**config.mk**
```make
export PLATFORM = sky130hd
export DESIGN_NAME = gfx_blend_top
export DESIGN_NICKNAME = d
export VERILOG_FILES = /design/src/verilog/gfx_color_pkg.sv /design/src/verilog/gfx_bus_pkg.sv /design/src/verilog/gfx_blend_math.sv /design/src/verilog/gfx_blend_top.sv /design/src/verilog/gfx_blender.sv /design/src/verilog/gfx_pixel_fifo.sv /design/src/verilog/gfx_render_port.sv
export SDC_FILE = /design/constraint.sdc
export NUM_CORES = 2
export LEC_CHECK = 0
export BUFFER_PORTS_ARGS = -buffer_cell sky130_fd_sc_hd__buf_4
export CORE_AREA = 5 5 294 296
export CTS_BUF_LIST = sky130_fd_sc_hd__clkbuf_16
export DETAILED_ROUTE_END_ITERATION = 10
export DIE_AREA = 0 0 299 301
export PLACE_DENSITY = 0.78
export SYNTH_ARGS = -nofsm -noshare
export SYNTH_HDL_FRONTEND = slang
export SYNTH_SLANG_ARGS = --single-unit
```
**constraint.sdc**
```tcl
create_clock -name clk_i -period 16 [get_ports clk_i]
set_input_delay 2.4 -clock clk_i [delete_from_list [all_inputs] [get_ports clk_i]]
set_output_delay 2.4 -clock clk_i [all_outputs]
set_load 0.01 [all_outputs]
```
**src/verilog/gfx_color_pkg.sv**
```systemverilog
// Colour package: depth encoding, channel layouts and the shared 32-bit pixel word
`default_nettype none

package gfx_color_pkg;

  // One bit picks between the two supported depths
  typedef enum logic {
    DEPTH_RGB565 = 1'b0,
    DEPTH_RGB888 = 1'b1
  } gfx_depth_e;

  typedef struct packed {
    logic [4:0] r5;
    logic [5:0] g6;
    logic [4:0] b5;
  } rgb565_t;

  // Top byte is unused
  typedef struct packed {
    logic [7:0] pad8;
    logic [7:0] r8;
    logic [7:0] g8;
    logic [7:0] b8;
  } rgb888_t;

  // RGB565 lives in the low half-word
  typedef struct packed {
    logic [15:0] pad16;
    rgb565_t     lo565;
  } rgb565_word_t;

  // Same word, two decodings; the active depth decides which view is valid
  typedef union packed {
    rgb888_t      v888;
    rgb565_word_t v565;
  } gfx_pixel_u;

endpackage

`default_nettype wire

```
**src/verilog/gfx_bus_pkg.sv**
```systemverilog
// Bus package: configuration, fragment and output pixel records carried between blocks
`default_nettype none

package gfx_bus_pkg;

  // Static for the duration of a run
  typedef struct packed {
    logic                      blend_en;
    gfx_color_pkg::gfx_depth_e depth;
    logic [31:0]               target_base;
    logic [15:0]               target_width;
    logic [7:0]                global_alpha;
  } gfx_cfg_t;

  typedef struct packed {
    logic [15:0]               x;
    logic [15:0]               y;
    logic signed [15:0]        z;
    logic [7:0]                alpha;
    gfx_color_pkg::gfx_pixel_u color;
  } gfx_fragment_t;

  // What leaves the blender, minus the alpha
  typedef struct packed {
    logic [15:0]               x;
    logic [15:0]               y;
    logic signed [15:0]        z;
    gfx_color_pkg::gfx_pixel_u color;
  } gfx_pixel_out_t;

  localparam int PIXEL_W = $bits(gfx_pixel_out_t);

endpackage

`default_nettype wire

```
**src/verilog/gfx_blend_math.sv**
```systemverilog
// Blend datapath: unpacks source and target by depth, mixes with combined alpha, repacks
`timescale 1ns/1ps
`default_nettype none

module gfx_blend_math (
  input  gfx_color_pkg::gfx_depth_e depth_i,
  input  gfx_color_pkg::gfx_pixel_u src_i,
  input  gfx_color_pkg::gfx_pixel_u dst_i,
  input  logic [7:0]                alpha_i,
  input  logic [7:0]                global_alpha_i,
  output gfx_color_pkg::gfx_pixel_u color_o
);

  logic [15:0] alpha_prod;
  logic [7:0]  alpha_c;
  logic [7:0]  s_r, s_g, s_b;
  logic [7:0]  d_r, d_g, d_b;
  logic [15:0] mix_r, mix_g, mix_b;

  // src*a + dst*(255-a), never exceeds 255*255
  function automatic logic [15:0] mix(input logic [7:0] s, input logic [7:0] d,
                                      input logic [7:0] a);
    logic [7:0] inv_a;
    inv_a = 8'hff - a;
    return {8'h00, s} * {8'h00, a} + {8'h00, d} * {8'h00, inv_a};
  endfunction

  assign alpha_prod = {8'h00, alpha_i} * {8'h00, global_alpha_i};
  assign alpha_c    = alpha_prod[15:8];

  // Narrow channels are zero extended so one mixer serves both depths
  always_comb
  begin
    if (depth_i == gfx_color_pkg::DEPTH_RGB888)
    begin
      s_r = src_i.v888.r8;
      s_g = src_i.v888.g8;
      s_b = src_i.v888.b8;
      d_r = dst_i.v888.r8;
      d_g = dst_i.v888.g8;
      d_b = dst_i.v888.b8;
    end
    else
    begin
      s_r = {3'b000, src_i.v565.lo565.r5};
      s_g = {2'b00, src_i.v565.lo565.g6};
      s_b = {3'b000, src_i.v565.lo565.b5};
      d_r = {3'b000, dst_i.v565.lo565.r5};
      d_g = {2'b00, dst_i.v565.lo565.g6};
      d_b = {3'b000, dst_i.v565.lo565.b5};
    end
  end

  assign mix_r = mix(s_r, d_r, alpha_c);
  assign mix_g = mix(s_g, d_g, alpha_c);
  assign mix_b = mix(s_b, d_b, alpha_c);

  // Bits [width+7:8] of each sum, pad bits stay zero
  always_comb
  begin
    color_o = '0;
    if (depth_i == gfx_color_pkg::DEPTH_RGB888)
    begin
      color_o.v888.r8 = mix_r[15:8];
      color_o.v888.g8 = mix_g[15:8];
      color_o.v888.b8 = mix_b[15:8];
    end
    else
    begin
      color_o.v565.lo565.r5 = mix_r[12:8];
      color_o.v565.lo565.g6 = mix_g[13:8];
      color_o.v565.lo565.b5 = mix_b[12:8];
    end
  end

endmodule

`default_nettype wire

```
**src/verilog/gfx_blend_top.sv**
```systemverilog
// Blend stage top: blender feeding the pixel FIFO, drained by the render port
`timescale 1ns/1ps
`default_nettype none

module gfx_blend_top #(
  parameter int FIFO_DEPTH = 4
) (
  input  logic                        clk_i,
  input  logic                        rst_i,
  input  gfx_bus_pkg::gfx_cfg_t       cfg_i,
  input  logic                        frag_req_i,
  input  gfx_bus_pkg::gfx_fragment_t  frag_i,
  output logic                        frag_ack_o,
  output logic                        tgt_req_o,
  output logic [31:0]                 tgt_addr_o,
  input  logic                        tgt_ack_i,
  input  logic [31:0]                 tgt_data_i,
  output logic                        pix_req_o,
  output gfx_bus_pkg::gfx_pixel_out_t pix_o,
  input  logic                        pix_ack_i
);

  logic                        push;
  gfx_bus_pkg::gfx_pixel_out_t push_data;
  logic                        full;
  logic                        pop;
  gfx_bus_pkg::gfx_pixel_out_t fifo_data;
  logic                        empty;

  gfx_blender u_blender (
    .clk_i       (clk_i),
    .rst_i       (rst_i),
    .cfg_i       (cfg_i),
    .frag_req_i  (frag_req_i),
    .frag_i      (frag_i),
    .frag_ack_o  (frag_ack_o),
    .tgt_req_o   (tgt_req_o),
    .tgt_addr_o  (tgt_addr_o),
    .tgt_ack_i   (tgt_ack_i),
    .tgt_data_i  (tgt_data_i),
    .push_o      (push),
    .push_data_o (push_data),
    .full_i      (full)
  );

  gfx_pixel_fifo #(
    .FIFO_DEPTH (FIFO_DEPTH)
  ) u_fifo (
    .clk_i   (clk_i),
    .rst_i   (rst_i),
    .push_i  (push),
    .data_i  (push_data),
    .full_o  (full),
    .pop_i   (pop),
    .data_o  (fifo_data),
    .empty_o (empty)
  );

  gfx_render_port u_render (
    .clk_i     (clk_i),
    .rst_i     (rst_i),
    .empty_i   (empty),
    .data_i    (fifo_data),
    .pop_o     (pop),
    .pix_req_o (pix_req_o),
    .pix_o     (pix_o),
    .pix_ack_i (pix_ack_i)
  );

endmodule

`default_nettype wire

```
**src/verilog/gfx_blender.sv**
```systemverilog
// Blender: accepts fragments, fetches the target pixel, blends and pushes into the pixel FIFO
`timescale 1ns/1ps
`default_nettype none

module gfx_blender (
  input  logic                        clk_i,
  input  logic                        rst_i,
  input  gfx_bus_pkg::gfx_cfg_t       cfg_i,
  input  logic                        frag_req_i,
  input  gfx_bus_pkg::gfx_fragment_t  frag_i,
  output logic                        frag_ack_o,
  output logic                        tgt_req_o,
  output logic [31:0]                 tgt_addr_o,
  input  logic                        tgt_ack_i,
  input  logic [31:0]                 tgt_data_i,
  output logic                        push_o,
  output gfx_bus_pkg::gfx_pixel_out_t push_data_o,
  input  logic                        full_i
);

  typedef enum logic [2:0] {
    ST_IDLE,
    ST_READ,
    ST_RELEASE,
    ST_PUSH,
    ST_ACK
  } state_e;

  state_e                     state;
  gfx_bus_pkg::gfx_fragment_t frag_q;
  gfx_color_pkg::gfx_pixel_u  dst_q;
  gfx_color_pkg::gfx_pixel_u  blend_color;
  logic [31:0]                pix_index;
  logic [31:0]                byte_offset;
  logic                       accept;
  logic                       read_done;
  logic                       push_now;

  assign accept    = (state == ST_IDLE) && frag_req_i;
  assign read_done = (state == ST_READ) && tgt_ack_i;
  assign push_now  = (state == ST_PUSH) && !full_i;

  // Linear pixel index, then scaled by bytes per pixel
  assign pix_index   = 32'(frag_i.y) * 32'(cfg_i.target_width) + 32'(frag_i.x);
  assign byte_offset = (cfg_i.depth == gfx_color_pkg::DEPTH_RGB888) ?
                       {pix_index[29:0], 2'b00} : {pix_index[30:0], 1'b0};

  gfx_blend_math u_math (
    .depth_i        (cfg_i.depth),
    .src_i          (frag_q.color),
    .dst_i          (dst_q),
    .alpha_i        (frag_q.alpha),
    .global_alpha_i (cfg_i.global_alpha),
    .color_o        (blend_color)
  );

  always_ff @(posedge clk_i or posedge rst_i)
  begin
    if (rst_i)
    begin
      state      <= ST_IDLE;
      frag_ack_o <= 1'b0;
      tgt_req_o  <= 1'b0;
      push_o     <= 1'b0;
    end
    else
    begin
      case (state)
        ST_IDLE:
          if (accept)
          begin
            if (cfg_i.blend_en)
            begin
              tgt_req_o <= 1'b1;
              state     <= ST_READ;
            end
            else
              state <= ST_PUSH;
          end
        ST_READ:
          if (read_done)
          begin
            tgt_req_o <= 1'b0;
            state     <= ST_RELEASE;
          end
        // Wait for the memory side to close its handshake
        ST_RELEASE:
          if (!tgt_ack_i)
            state <= ST_PUSH;
        ST_PUSH:
          if (push_now)
          begin
            push_o <= 1'b1;
            state  <= ST_ACK;
          end
        ST_ACK:
        begin
          push_o <= 1'b0;
          if (!frag_ack_o)
            frag_ack_o <= 1'b1;
          else if (!frag_req_i)
          begin
            frag_ack_o <= 1'b0;
            state      <= ST_IDLE;
          end
        end
        default:
          state <= ST_IDLE;
      endcase
    end
  end

  always_ff @(posedge clk_i)
  begin
    if (accept)
    begin
      frag_q     <= frag_i;
      tgt_addr_o <= cfg_i.target_base + byte_offset;
    end
    // Address bit 1 picks the half-word for 16-bit pixels
    if (read_done)
    begin
      if (cfg_i.depth == gfx_color_pkg::DEPTH_RGB888)
        dst_q <= tgt_data_i;
      else if (tgt_addr_o[1])
        dst_q <= {16'h0000, tgt_data_i[31:16]};
      else
        dst_q <= {16'h0000, tgt_data_i[15:0]};
    end
    if (push_now)
    begin
      push_data_o.x     <= frag_q.x;
      push_data_o.y     <= frag_q.y;
      push_data_o.z     <= frag_q.z;
      push_data_o.color <= cfg_i.blend_en ? blend_color : frag_q.color;
    end
  end

  a_tgt_addr_stable: assert property (@(posedge clk_i) disable iff (rst_i)
    tgt_req_o && $past(tgt_req_o) |-> $stable(tgt_addr_o));

  // Full can only rise through our own push, so the one-cycle-late strobe is safe
  a_no_push_when_full: assert property (@(posedge clk_i) disable iff (rst_i)
    push_o |-> !full_i);

endmodule

`default_nettype wire

```
**src/verilog/gfx_pixel_fifo.sv**
```systemverilog
// Pixel FIFO: register array of blended pixels with occupancy count, full and empty flags
`timescale 1ns/1ps
`default_nettype none

module gfx_pixel_fifo #(
  parameter int FIFO_DEPTH = 4
) (
  input  logic                        clk_i,
  input  logic                        rst_i,
  input  logic                        push_i,
  input  gfx_bus_pkg::gfx_pixel_out_t data_i,
  output logic                        full_o,
  input  logic                        pop_i,
  output gfx_bus_pkg::gfx_pixel_out_t data_o,
  output logic                        empty_o
);

  localparam int AW = $clog2(FIFO_DEPTH);

  logic [gfx_bus_pkg::PIXEL_W-1:0] mem [FIFO_DEPTH];
  logic [AW-1:0]                   wr_ptr;
  logic [AW-1:0]                   rd_ptr;
  logic [AW:0]                     count;

  assign full_o  = (count == (AW+1)'(FIFO_DEPTH));
  assign empty_o = (count == '0);
  assign data_o  = mem[rd_ptr];

  always_ff @(posedge clk_i)
  begin
    if (push_i)
      mem[wr_ptr] <= data_i;
  end

  // Pointers wrap on their own since the depth is a power of two
  always_ff @(posedge clk_i or posedge rst_i)
  begin
    if (rst_i)
    begin
      wr_ptr <= '0;
      rd_ptr <= '0;
      count  <= '0;
    end
    else
    begin
      if (push_i)
        wr_ptr <= wr_ptr + 1'b1;
      if (pop_i)
        rd_ptr <= rd_ptr + 1'b1;
      if (push_i && !pop_i)
        count <= count + 1'b1;
      else if (pop_i && !push_i)
        count <= count - 1'b1;
    end
  end

  a_no_overflow: assert property (@(posedge clk_i) disable iff (rst_i) push_i |-> !full_o);
  a_no_underflow: assert property (@(posedge clk_i) disable iff (rst_i) pop_i |-> !empty_o);

endmodule

`default_nettype wire

```
**src/verilog/gfx_render_port.sv**
```systemverilog
// Render port: pops one pixel at a time and offers it on the output four-phase link
`timescale 1ns/1ps
`default_nettype none

module gfx_render_port (
  input  logic                        clk_i,
  input  logic                        rst_i,
  input  logic                        empty_i,
  input  gfx_bus_pkg::gfx_pixel_out_t data_i,
  output logic                        pop_o,
  output logic                        pix_req_o,
  output gfx_bus_pkg::gfx_pixel_out_t pix_o,
  input  logic                        pix_ack_i
);

  typedef enum logic [1:0] {
    PS_IDLE,
    PS_REQ,
    PS_DRAIN
  } pstate_e;

  pstate_e state;

  assign pop_o = (state == PS_IDLE) && !empty_i;

  always_ff @(posedge clk_i or posedge rst_i)
  begin
    if (rst_i)
    begin
      state     <= PS_IDLE;
      pix_req_o <= 1'b0;
    end
    else
    begin
      case (state)
        PS_IDLE:
          if (pop_o)
          begin
            pix_req_o <= 1'b1;
            state     <= PS_REQ;
          end
        PS_REQ:
          if (pix_ack_i)
          begin
            pix_req_o <= 1'b0;
            state     <= PS_DRAIN;
          end
        // Ready again only once the sink has dropped ack
        PS_DRAIN:
          if (!pix_ack_i)
            state <= PS_IDLE;
        default:
          state <= PS_IDLE;
      endcase
    end
  end

  always_ff @(posedge clk_i)
  begin
    if (pop_o)
      pix_o <= data_i;
  end

  a_pix_stable: assert property (@(posedge clk_i) disable iff (rst_i)
    pix_req_o && $past(pix_req_o) |-> $stable(pix_o));

endmodule

`default_nettype wire
```
==> impl_results.md <==
* CTS tree: done
* Clk slew on worst S/H paths at ~0.06 ns
* Synth Area in XOR/XNOR at 1.97%
* Mux contribution to synthesized area at 5.29%
* Sequential area share after synthesis at 40.7%
* Clock Latency Late Sink at 0.63 ns
* Final hold vios at 0
* Largest family of logic cells by synthesized area: adder cells
* Mean Syn Cell Area at 12.2 µm²
* Worst-path fanout max at 27
* Cell mode on critical path: fa_1
* Ys flop type: edfxtp_1
* Post-synth EDFFs at approximately 620
* First drt pass iteration count at 6
* Synth cell types at 64
* Vias per inst at 5.66
* Core area at 0.0833 mm²
* Min-Delay Path Class: reg -> reg
* DRC Markers at 0
* Die extent in x at 299 µm
* Filler instances at 6174
* Die H at roughly 300 µm
* Synth Register Bits at 640
* Tmin final at 12.03 ns
* F_max at about 83 MHz
* Slowest stage cell, crit path: xor2_4
* Max-Cap Viols at 0
* Synth Area in Compound Gates at about 3.7%
* Final wirelength at 115000 µm
* Number of post-CTS setup repair buffers at 0
* Initial antenna violation count at 6
* Total global routing overflow at 0
* Setup WS pre-CTS at 3.51 ns
* CP required at 16.37 ns
* Number of hold buffers added after cts at 0
* Sink Count at 640
* Status: finished clean
* Layout cell share with drive strength beyond 1 at between 10% and 20%
* Clock Tree Root: clkbuf_16
* Synthesis Warnings at 0
* Cts bufs inserted at 68
* First-pass GRT wire length at around 180000 µm
* Largest net degree at the start of global routing at 67
* Slew Viols, Final at 0
* Final net count at 5197
* Resized Gates After CTS at 0
* Vias at 29800
* RSZ-0062 raised after global routing: false
* H-tree depth at 3
* CTS Buffer Depth at 3
* CP max stage delay at 0.78 ns
* Num rows at 106
* CP arrival at 12.40 ns
* Async S/R FF share, synth at approximately 2.5%
* Initial core utilization at 56.5%
* Number of global-route vias before repair at 32100
* Final worst slack at 3.97 ns
* Io pins at between 200 and 300
* Setup Crit Path Kind: in -> reg
* Final setup vio count at 0
* Initial DRC count at 2203
* Post-Route Setup TNS at 0 ns
* Rel. slew slack at 22.0%
* Syn nets at 4922
* Cells after synthesis at 3858
* Largest cells by area after synthesis: edfxtp_1, fa_1, ha_1
* Top cell type's share of synthesized area at between 30% and 40%
* Inst Count DP at between 5000 and 6000
* Area growth syn-to-layout at 12.0%
* All-Layer GR Usage at about a quarter
* Setup crit end kind: flip-flop
* Setup Skew at 0.0367 ns
* Post-Synth Simple-Gate Area at 9.54%
* Post-DRT Antenna Nets at 0
* Wire length per cell at 21.8 µm
* Largest area contributor in the synthesized netlist: edfxtp_1
* GP Congestion at slightly above 0.9
* Startpoint Class: input port
* DP HPWL at 81700 µm
* Worst-Margin Slew at approximately 1.1 ns
* Post-Layout Cell Count at 5262
* Mapped Area at 0.0470 mm²
* Adder-Cell Fraction of Synth Area at 31.9%
* DIE AREA at 0.0900 mm²
* Port bufs at around 300
* Period utilization at 75.2%
* R2r setup slk at 5.29 ns
-- cells by family after synthesis --
kind of cell               after synthesis
xor gates and xnor gates               105
AOI/OAI and AO/OA                      265
DFF                                    640
muxes                                  144
and+or+nand+nor                        970
adders and majority gates              881
buffers and inverters                  853
-- flip-flops by register name, indices dropped and copies added (netlist names), 2 cells and up --
register / cells
u_fifo.mem: 320
u_blender.frag_q: 88
u_blender.push_data_o: 80
u_render.pix_o: 80
u_blender.tgt_addr_o: 32
u_blender.dst_q: 24
u_blender.state: 3
u_fifo.count: 3
u_fifo.rd_ptr: 2
u_fifo.wr_ptr: 2
u_render.state: 2
-- routing by layer --
metal	track usage, %	routed length, µm	up-vias
met4	7.89	3550	6
met3	6.62	10800	259
met5	0	41	-
met2	44.1	57400	1294
li1	-	-	13100
met1	32.8	43000	15100
-- critical path, delay by kind of cell --
| family | cells | cell delay, ns |
|---|---|---|
| adder cells (fa/ha/maj) | 12 | 5.53 |
| XOR/XNOR | 1 | 0.78 |
| buffers and inverters | 6 | 0.40 |
| AND/OR/NAND/NOR | 9 | 1.91 |
| AO/OA/AOI/OAI | 6 | 1.39 |
-- metrics by stage --
stage	hold WS [ns]	utilization [%]	cell area [µm²]
floorplan	0.400	-	47000
detailed placement	0.405	60.6	50500
CTS	0.411	63.2	52700
global route	0.412	63.2	52700
global placement	0.400	60.6	50500
finish	0.417	63.2	52700
-- cell usage after synthesis (all sizes together) (56+ instances only) --
cell type and count:
fa 531, nand3 56, a21oi 73, nand2 363, mux4 80, inv 734, ha 350, nor2 236
xnor2 66, o21ai 56, and2 205, clkbuf 86, edfxtp 624
-- cell type report --
type	count	area (µm²)	area share, %
well taps	1080	1350	2.57
clock inverters	49	507	0.962
clock buffers	68	1700	3.23
repair buffers	324	2430	4.62
flip-flops and latches	640	19100	36.4
diodes	2	5.00	0.00950
multi-input cells	2365	24800	47.0
inverters	734	2760	5.23
-- layout by cell type (no fill, tap or decap), types with 18 or more instances in the layout --
master / synthesis / routed
nor2b_1: 19 / 18
nand2_1: 363 / 363
o21ai_0: 55 / 55
mux2_2: 36 / 36
clkbuf_16: 0 / 68
mux4_2: 80 / 80
a21o_1: 43 / 43
xor2_1: 38 / 37
o21bai_1: 18 / 18
a21oi_1: 71 / 70
edfxtp_1: 624 / 624
nor2_1: 236 / 236
inv_1: 734 / 748
ha_1: 350 / 350
and2_1: 205 / 201
nand3_1: 56 / 56
nand2b_1: 27 / 27
fa_1: 531 / 531
xnor2_1: 66 / 62
mux2i_1: 28 / 28
buf_4: 1 / 324
-- path summary, 6_finish.rpt --
path                       cells after the start                      startpoint                                   to
setup / recovery                              34                        cfg_i[2]  u_blender.push_data_o[22]$_DFFE_PP_
hold / removal                                 0  u_blender.frag_q[82]$_DFFE_PP_  u_blender.push_data_o[74]$_DFFE_PP_
setup reg to reg                              33  u_blender.frag_q[37]$_DFFE_PP_  u_blender.push_data_o[22]$_DFFE_PP_
hold reg to reg                                0  u_blender.frag_q[82]$_DFFE_PP_  u_blender.push_data_o[74]$_DFFE_PP_
max in group asynchronous                      2                           rst_i         u_fifo.rd_ptr[1]$_DFFE_PP0P_
min in group asynchronous                      2                           rst_i       u_blender.state[1]$_DFFE_PP0P_
Power is not shown: default switching activity piles up to over one toggle a cycle in this logic, so the estimate is an artifact.
